==> config.mk <==
export PLATFORM = sky130hd
export DESIGN_NAME = uart_core
export DESIGN_NICKNAME = d
export VERILOG_FILES = /design/src/common/uart_pkg.sv /design/src/common/rx_frame_if.sv /design/src/rx/rx_status.sv /design/src/rx/uart_rx.sv /design/src/tx/uart_tx.sv /design/src/verilog/uart_core.sv
export SDC_FILE = /design/constraint.sdc
export NUM_CORES = 1
export LEC_CHECK = 0
export BUFFER_PORTS_ARGS = -buffer_cell sky130_fd_sc_hd__buf_2
export CAP_MARGIN = 0
export CORE_ASPECT_RATIO = 0.6
export CORE_MARGIN = 3
export CORE_UTILIZATION = 57
export CTS_CLUSTER_SIZE = 12
export DETAILED_ROUTE_END_ITERATION = 10
export GPL_TIMING_DRIVEN = 0
export HOLD_SLACK_MARGIN = 0.12
export PLACE_DENSITY = 0.88
export SYNTH_ARGS = -nofsm -noshare
export SYNTH_HDL_FRONTEND = slang
export SYNTH_HIERARCHICAL = 1
export SYNTH_SLANG_ARGS = --single-unit
export TNS_END_PERCENT = 1
==> constraint.sdc <==
create_clock -name baud_tick -period 3 [get_ports baud_tick]
set_input_delay 0.3 -clock baud_tick [delete_from_list [all_inputs] [get_ports baud_tick]]
set_output_delay 0.3 -clock baud_tick [all_outputs]
set_load 0.005 [all_outputs]
==> src/common/uart_pkg.sv <==
`default_nettype none

// shared frame constants, widths and state encodings for the uart core
package uart_pkg;

	// all timing counted in baud_tick cycles
	localparam int OVERSAMPLE = 16;	// ticks per serial bit
	localparam int MID_SAMPLE = 8;	// tick inside a bit where the line is sampled
	localparam int DATA_BITS  = 8;	// data length is fixed

	typedef logic [DATA_BITS-1:0] uart_byte_t;	// one data byte
	// counter wraps on its own since OVERSAMPLE is a power of two
	typedef logic [$clog2(OVERSAMPLE)-1:0] tick_cnt_t;
	typedef logic [$clog2(DATA_BITS)-1:0]  bit_idx_t;	// current data bit

	// transmit sequencer, one state per frame field
	typedef enum logic [2:0] {
		TX_IDLE,	// line held high, waiting for tx_start_i
		TX_START,
		TX_DATA,
		TX_PARITY,	// only when parity is enabled
		TX_STOP1,
		TX_STOP2	// only with two stop bits
	} tx_state_t;

	// receive sequencer, mirrors the transmit one
	typedef enum logic [2:0] {
		RX_IDLE,	// looking for a falling edge
		RX_START,	// qualifying the start bit at mid-bit
		RX_DATA,
		RX_PARITY,
		RX_STOP1,
		RX_STOP2
	} rx_state_t;

endpackage

`default_nettype wire

==> src/common/rx_frame_if.sv <==
`default_nettype none

// frame report from the receiver to the status register
// frame_valid is a one-cycle strobe, the rest is only meaningful in that cycle
interface rx_frame_if import uart_pkg::*; ();

	uart_byte_t frame_data;	// assembled byte
	logic       frame_valid;	// strobe, no back-pressure
	logic       parity_err;	// low when parity is off
	logic       frame_err;	// a sampled stop bit was low

	modport rx_src (
		output frame_data, frame_valid, parity_err, frame_err
	);

	modport stat_dst (
		input frame_data, frame_valid, parity_err, frame_err
	);

endinterface

`default_nettype wire

==> src/rx/rx_status.sv <==
`default_nettype none

// receive holding register with ready, error and overrun flags
module rx_status import uart_pkg::*; (
	input  wire logic    baud_tick,
	input  wire logic    PRESETn,
	rx_frame_if.stat_dst frame_i,
	input  wire logic    rx_ack_i,	// software has read the byte
	output uart_byte_t   rx_data_o,
	output logic         rx_ready_o,
	output logic         rx_parity_err_o,
	output logic         rx_frame_err_o,
	output logic         rx_overrun_o
);

	logic new_frame;	// report arrives this cycle

	assign new_frame = frame_i.frame_valid;

	// last byte always replaces the held one
	always_ff @(posedge baud_tick) begin
		if (new_frame)
			rx_data_o <= frame_i.frame_data;
	end

	always_ff @(posedge baud_tick or negedge PRESETn) begin
		if (!PRESETn) begin
			rx_ready_o      <= 1'b0;
			rx_parity_err_o <= 1'b0;
			rx_frame_err_o  <= 1'b0;
			rx_overrun_o    <= 1'b0;
		end else if (new_frame) begin
			rx_ready_o      <= 1'b1;	// frame wins over a same-cycle ack
			rx_parity_err_o <= frame_i.parity_err;
			rx_frame_err_o  <= frame_i.frame_err;
			// overwriting an unread byte, an ack in this cycle means it was read
			rx_overrun_o    <= rx_ready_o && !rx_ack_i;
		end else if (rx_ack_i) begin
			rx_ready_o   <= 1'b0;
			rx_overrun_o <= 1'b0;	// error flags stay until the next frame
		end
	end

endmodule

`default_nettype wire

==> src/rx/uart_rx.sv <==
`default_nettype none

// serial receiver
// two-flop sync, falling edge start, mid-bit start check and per-bit sampling
module uart_rx import uart_pkg::*; (
	input  wire logic baud_tick,
	input  wire logic PRESETn,
	input  wire logic parity_en_i,	// expect a parity bit after the data
	input  wire logic parity_odd_i,	// 1 odd, 0 even
	input  wire logic stop_two_i,	// expect two stop bits
	input  wire logic uart_rxd_i,	// asynchronous serial line
	rx_frame_if.rx_src frame_o
);

	logic [1:0] sync;	// sync[1] is safe to use
	logic       rxd_s;	// synchronized line
	logic       rxd_d;	// previous synchronized value for edge detect
	rx_state_t  state;
	tick_cnt_t  tick;
	bit_idx_t   bit_idx;
	uart_byte_t shreg;	// data shifts in from the top, lsb arrives first
	logic       par_acc;	// running xor of the data bits
	logic       par_bad;	// result of the parity check
	logic       stop_bad;	// first of two stop bits was low
	logic       sample_now;	// mid-bit of a data, parity or stop bit
	logic       last_stop;	// in the final stop bit of this frame

	assign rxd_s      = sync[1];
	assign sample_now = (tick == tick_cnt_t'(OVERSAMPLE - 1));
	assign last_stop  = (state == RX_STOP2) || (state == RX_STOP1 && !stop_two_i);

	// report is presented while the last stop bit is sampled
	assign frame_o.frame_valid = last_stop && sample_now;
	assign frame_o.frame_data  = shreg;
	assign frame_o.parity_err  = parity_en_i && par_bad;
	assign frame_o.frame_err   = !rxd_s || (stop_two_i && stop_bad);	// either stop bit low

	always_ff @(posedge baud_tick or negedge PRESETn) begin
		if (!PRESETn) begin
			sync    <= 2'b11;	// idle line is high
			rxd_d   <= 1'b1;
			state   <= RX_IDLE;
			tick    <= '0;
			bit_idx <= '0;
		end else begin
			sync  <= {sync[0], uart_rxd_i};
			rxd_d <= rxd_s;
			case (state)
				RX_IDLE: begin
					tick    <= tick_cnt_t'(1);	// edge cycle counts as the first tick
					bit_idx <= '0;
					// a falling edge needs the line high first, so a stuck low line is ignored
					if (rxd_d && !rxd_s)
						state <= RX_START;
				end
				RX_START: begin
					tick <= tick + 1'b1;
					if (tick == tick_cnt_t'(MID_SAMPLE)) begin
						tick  <= '0;	// later samples fall OVERSAMPLE ticks apart
						state <= rxd_s ? RX_IDLE : RX_DATA;	// high again means a glitch
					end
				end
				default: begin
					tick <= tick + 1'b1;	// wraps to zero on the sample tick
					if (sample_now) begin
						case (state)
							RX_DATA: begin
								if (bit_idx == bit_idx_t'(DATA_BITS - 1))
									state <= parity_en_i ? RX_PARITY : RX_STOP1;
								else
									bit_idx <= bit_idx + 1'b1;
							end
							RX_PARITY: state <= RX_STOP1;
							RX_STOP1:  state <= stop_two_i ? RX_STOP2 : RX_IDLE;
							default:   state <= RX_IDLE;	// end of RX_STOP2
						endcase
					end
				end
			endcase
		end
	end

	// data path, only touched at sample points
	always_ff @(posedge baud_tick) begin
		if (state == RX_IDLE) begin
			par_acc <= 1'b0;
		end else if (sample_now) begin
			case (state)
				RX_DATA: begin
					shreg   <= {rxd_s, shreg[DATA_BITS-1:1]};
					par_acc <= par_acc ^ rxd_s;
				end
				// ones count incl parity must be even, or odd when parity_odd_i is set
				RX_PARITY: par_bad  <= par_acc ^ rxd_s ^ parity_odd_i;
				RX_STOP1:  stop_bad <= !rxd_s;	// only read in two-stop mode
				default: ;
			endcase
		end
	end

endmodule

`default_nettype wire

==> src/tx/uart_tx.sv <==
`default_nettype none

// serial transmitter
// start bit, 8 data bits lsb first, optional parity, one or two stop bits
module uart_tx import uart_pkg::*; (
	input  wire logic       baud_tick,
	input  wire logic       PRESETn,
	input  wire logic       parity_en_i,
	input  wire logic       parity_odd_i,	// 1 odd, 0 even
	input  wire logic       stop_two_i,
	input  wire logic       tx_start_i,	// ignored while busy
	input  wire uart_byte_t tx_data_i,
	output logic            uart_txd_o,	// registered, no glitches
	output logic            tx_busy_o
);

	tx_state_t  state;
	tick_cnt_t  tick;	// position inside the current bit
	bit_idx_t   bit_idx;
	uart_byte_t shreg;	// bit 0 is the one on the line during TX_DATA
	logic       par_bit;	// parity for the frame in flight
	logic       bit_end;	// sixteenth tick of the current bit
	logic       start_ok;	// request accepted this cycle

	assign bit_end  = (tick == tick_cnt_t'(OVERSAMPLE - 1));
	assign start_ok = tx_start_i && !tx_busy_o;

	// byte latched on accept, shifted right after each data bit
	always_ff @(posedge baud_tick) begin
		if (start_ok) begin
			shreg   <= tx_data_i;
			par_bit <= (^tx_data_i) ^ parity_odd_i;	// odd parity inverts the plain xor
		end else if (state == TX_DATA && bit_end) begin
			shreg <= shreg >> 1;
		end
	end

	always_ff @(posedge baud_tick or negedge PRESETn) begin
		if (!PRESETn) begin
			state      <= TX_IDLE;
			tick       <= '0;
			bit_idx    <= '0;
			tx_busy_o  <= 1'b0;
			uart_txd_o <= 1'b1;	// idle line
		end else if (state == TX_IDLE) begin
			tick    <= '0;
			bit_idx <= '0;
			if (start_ok) begin
				state      <= TX_START;
				tx_busy_o  <= 1'b1;	// busy and start bit on the same edge
				uart_txd_o <= 1'b0;
			end
		end else begin
			tick <= tick + 1'b1;	// wraps after OVERSAMPLE ticks
			if (bit_end) begin
				case (state)
					TX_START: begin
						state      <= TX_DATA;
						uart_txd_o <= shreg[0];
					end
					TX_DATA: begin
						if (bit_idx == bit_idx_t'(DATA_BITS - 1)) begin
							state      <= parity_en_i ? TX_PARITY : TX_STOP1;
							uart_txd_o <= parity_en_i ? par_bit : 1'b1;
						end else begin
							bit_idx    <= bit_idx + 1'b1;
							uart_txd_o <= shreg[1];	// next bit before the shift lands
						end
					end
					TX_PARITY: begin
						state      <= TX_STOP1;
						uart_txd_o <= 1'b1;
					end
					TX_STOP1: begin
						if (stop_two_i) begin
							state <= TX_STOP2;	// line stays high
						end else begin
							state     <= TX_IDLE;
							tx_busy_o <= 1'b0;
						end
					end
					default: begin	// end of TX_STOP2
						state     <= TX_IDLE;
						tx_busy_o <= 1'b0;
					end
				endcase
			end
		end
	end

endmodule

`default_nettype wire

==> src/verilog/uart_core.sv <==
`default_nettype none

// uart core top
// receiver feeds the status register over rx_frame_if, transmitter runs on its own
module uart_core import uart_pkg::*; (
	input  wire logic       baud_tick,	// 16x bit rate
	input  wire logic       PRESETn,
	input  wire logic       parity_en_i,	// frame options, shared by rx and tx
	input  wire logic       parity_odd_i,
	input  wire logic       stop_two_i,
	input  wire logic       tx_start_i,
	input  wire uart_byte_t tx_data_i,
	input  wire logic       uart_rxd_i,
	input  wire logic       rx_ack_i,
	output logic            uart_txd_o,
	output logic            tx_busy_o,
	output uart_byte_t      rx_data_o,
	output logic            rx_ready_o,
	output logic            rx_parity_err_o,
	output logic            rx_frame_err_o,
	output logic            rx_overrun_o
);

	rx_frame_if frame_bus ();	// rx to status

	uart_rx u_rx (
		.baud_tick    (baud_tick),
		.PRESETn      (PRESETn),
		.parity_en_i  (parity_en_i),
		.parity_odd_i (parity_odd_i),
		.stop_two_i   (stop_two_i),
		.uart_rxd_i   (uart_rxd_i),
		.frame_o      (frame_bus.rx_src)
	);

	rx_status u_status (
		.baud_tick       (baud_tick),
		.PRESETn         (PRESETn),
		.frame_i         (frame_bus.stat_dst),
		.rx_ack_i        (rx_ack_i),
		.rx_data_o       (rx_data_o),
		.rx_ready_o      (rx_ready_o),
		.rx_parity_err_o (rx_parity_err_o),
		.rx_frame_err_o  (rx_frame_err_o),
		.rx_overrun_o    (rx_overrun_o)
	);

	uart_tx u_tx (
		.baud_tick    (baud_tick),
		.PRESETn      (PRESETn),
		.parity_en_i  (parity_en_i),
		.parity_odd_i (parity_odd_i),
		.stop_two_i   (stop_two_i),
		.tx_start_i   (tx_start_i),
		.tx_data_i    (tx_data_i),
		.uart_txd_o   (uart_txd_o),
		.tx_busy_o    (tx_busy_o)
	);

endmodule

`default_nettype wire
==> metrics.yaml <==
status: "finished, final reports clean"
setup_viol: 0
yosysWarnings: 6
synthXorXnorAreaFrac_pct: 5.00
power_mw: 2.02
initial_core_util_pct: 61.4
tns_ns: 0
grt_overflow: 0
synth_area_per_cell_um2: 12.4
clkLatencyLatePin_ns: 0.33
cp_max_fo: 12
yosysTopAreaCellShare_pct: 30.9
whs_ns: 0.286
antenna_left: 0
firstDrtPassIters: 4
syn_inst: 211
synth_compound_area_share_pct: 10.2
clockBufferDepth: 2
final_nets: 277
maxCapViolCount: 0
cp_data_required_time_ns: 3.21
wl_per_cell_um: 15.8
num_rows: 18
vdd_drop_max_v: 0.000480
syn-num-nets: 234
clock-sinks: 57
vias: 1767
grt_pass1_vias: 1753
synth_mux_area_share_pct: 4.62
synthSimpleGateAreaFrac_pct: 13.9
grt_setup_unrepaired: "false"
path_buf_inv: 1
die-area_um2: 5480
period_needed_ns: 2.65
antenna_found_initial: 0
cts_buffers: 9
core_area_um2: 4280
path_cells: "ha_1 > and3_1 > clkbuf_1 > nand3b_1 > a21oi_1 > mux2_2"
postCtsResizedCells: 0
drcViolationCount: 0
drt-total-wl_um: 5030
grtUsageTotal_pct: 20.7
viasPerCell: 5.54
tightest_slew_ns: 1.12
syn_area_um2: 2630
timing_hold_violations_final: 0
synth_top_family_by_area: "simple AND/OR/NAND/NOR gates"
io_buffer_count: 29
die-width_um: 93.6
synth-adder-area-share_pct: 3.33
cts-root-buf: "clkbuf_8"
synth.top_cells.by_area: "edfxtp_1 31%, dfrtp_1 24%, dfstp_2 4.0%, mux2_2 3.9%, ha_1 3.3%"
nFillCells: 297
cts_hold_buf: 3
clk_pin_slew_worst_paths_ns: 0.07
hold_class: "in2reg"
startpoint_type: "flip-flop"
synth_edf_count: 27
pin_count: 30
yosysUniqueCellTypes: 54
slew_headroom_pct: 25.2
cp_top_family: "compound AO/OA/AOI/OAI gates"
fin_worst_skew_ns: 0.00661
synthToLayoutAreaGrowth_pct: 16.6
crit_slowest_cell: "a21oi_1"
synth_top_area_cell: "edfxtp_1"
critPathMaxStageDelay_ns: 0.89
fin_crit_sh_pct: 88.4
fp.dieH_um: 58.6
synth_flop_cell: "edfxtp_1"
cts_tree: "built"
synth-seq-cells: 57
slew_viol_final: 0
crit_path_end_kind: "flip-flop"
dpl.hpwl_um: 3520
critical_path_arrival_ns: 2.86
grt_pass1_wl_um: 8310
n_antenna_cell: 0
gp_congestion: 0.859
seq_area_frac_synth_pct: 59.5
power.leakage_nw: 1.24
drt_iter0_drc: 158
path_class: "reg2reg"
post_cts_buffers: 0
grt_max_degree: 30
p_per_area_nw_per_um2: 660
max_freq_ghz: 0.377
cts_max_level: 3
post_route_cells_drive_above_1_share_pct: 25.9
async_reset_ff_share_pct: 50.9
cells by family after synthesis:
logic type | Yosys count
XOR/XNOR | 15
AND/OR/NAND/NOR | 63
adder cells (fa/ha/maj) | 7
AO/OA/AOI/OAI | 39
multiplexers | 11
flip-flops | 57
buffers and inverters | 19
sequential cells by signal (all words and copies together), names as in the netlist, 3 cells and up:
| signal | cells |
|---|---|
| u_rx/frame_o.frame_data | 8 |
| u_status/rx_data_o | 8 |
| u_tx/shreg | 8 |
| u_rx/tick | 4 |
| u_tx/tick | 4 |
| u_rx/bit_idx | 3 |
| u_rx/state | 3 |
| u_tx/bit_idx | 3 |
| u_tx/state | 3 |
cell usage after synthesis (2+ instances only):
| cell | instances |
|---|---|
| edfxtp_1 | 27 |
| dfrtp_1 | 25 |
| nand2_1 | 12 |
| nor2_1 | 12 |
| o21ai_0 | 11 |
| xnor2_1 | 10 |
| a21oi_1 | 9 |
| inv_1 | 9 |
| mux2_2 | 9 |
| nand3_1 | 8 |
| ha_1 | 7 |
| nand3b_1 | 6 |
| nor3_1 | 6 |
| clkbuf_1 | 5 |
| xor2_1 | 5 |
| dfstp_2 | 4 |
| nor2b_1 | 3 |
| and2_1 | 2 |
| and3_1 | 2 |
| buf_6 | 2 |
| mux2i_1 | 2 |
| nand2b_1 | 2 |
| nor3b_1 | 2 |
cells in the final DEF, fill, tap and decap left out, types with 2 or more instances in the layout:
cell type and n:
clkinv_2 3, edfxtp_1 27, nand2_1 12, and3_1 2, xnor2_1 10, nand3b_1 6, dfrtp_1 25, clkinv_1 2
and2_1 2, clkbuf_1 5, dfstp_2 4, nor2_1 12, nand3_1 8, mux2i_1 2, o21ai_0 11, mux2_2 9
nand2b_1 2, ha_1 7, xor2_1 5, clkbuf_8 9, nor2b_1 3, buf_6 2, nor3b_1 2, inv_1 9
a21oi_1 9, nor3_1 6, buf_2 30, dlygate4sd3_1 3
through the flow:
stage / util (%) / setup slack [ns] / cell area (um^2) / cells
final: 71.5 / 0.347 / 3060 / 319
after floorplan: - / 0.789 / 2630 / 211
after detailed placement: 66.5 / 0.353 / 2850 / 300
after global placement: 66.5 / 0.449 / 2850 / 300
after CTS: 71.5 / 0.321 / 3060 / 319
after global routing: 71.5 / 0.101 / 3060 / 319
cell type report:
class | count | area (um^2) | area share, %
multi-input combinational | 135 | 973 | 31.8
tap | 60 | 75.1 | 2.45
buffer | 10 | 57.6 | 1.88
clock buffer | 9 | 124 | 4.05
sequential | 57 | 1560 | 51.0
inverter | 9 | 33.8 | 1.10
clock inverter | 7 | 61.3 | 2.00
timing repair buffer | 32 | 175 | 5.72
where the power goes:
part	switching (mW)	internal, mW
sequential	0.0663	0.902
clock	0.290	0.374
combinational	0.217	0.171
total	0.573	1.45
layer usage:
layer  vias to the layer above  wire (um)  global-route usage [%]
met5                         -          0                       0
met4                         0         50                    7.41
met3                         8        347                    8.68
met2                        63       2300                    31.2
met1                       838       2340                    27.3
li1                        858          -                       -
final timing paths:
check | from | to | slack [ns] | cells past startpoint
min in group asynchronous | PRESETn | u_rx/tick[3] | 0.54 | 2
worst min-delay path | tx_data_i[7] | u_tx/shreg[7] | 0.29 | 2
worst max-delay path | u_rx/tick[0] | u_status/rx_parity_err_o | 0.35 | 6
worst max register to register | u_rx/tick[0] | u_status/rx_parity_err_o | 0.35 | 6
max in group asynchronous | PRESETn | u_tx/bit_idx[2] | 2.04 | 2
worst min register to register | u_rx/sync[0] | u_rx/sync[1] | 0.36 | 0
(Power assumes the default switching activity.)
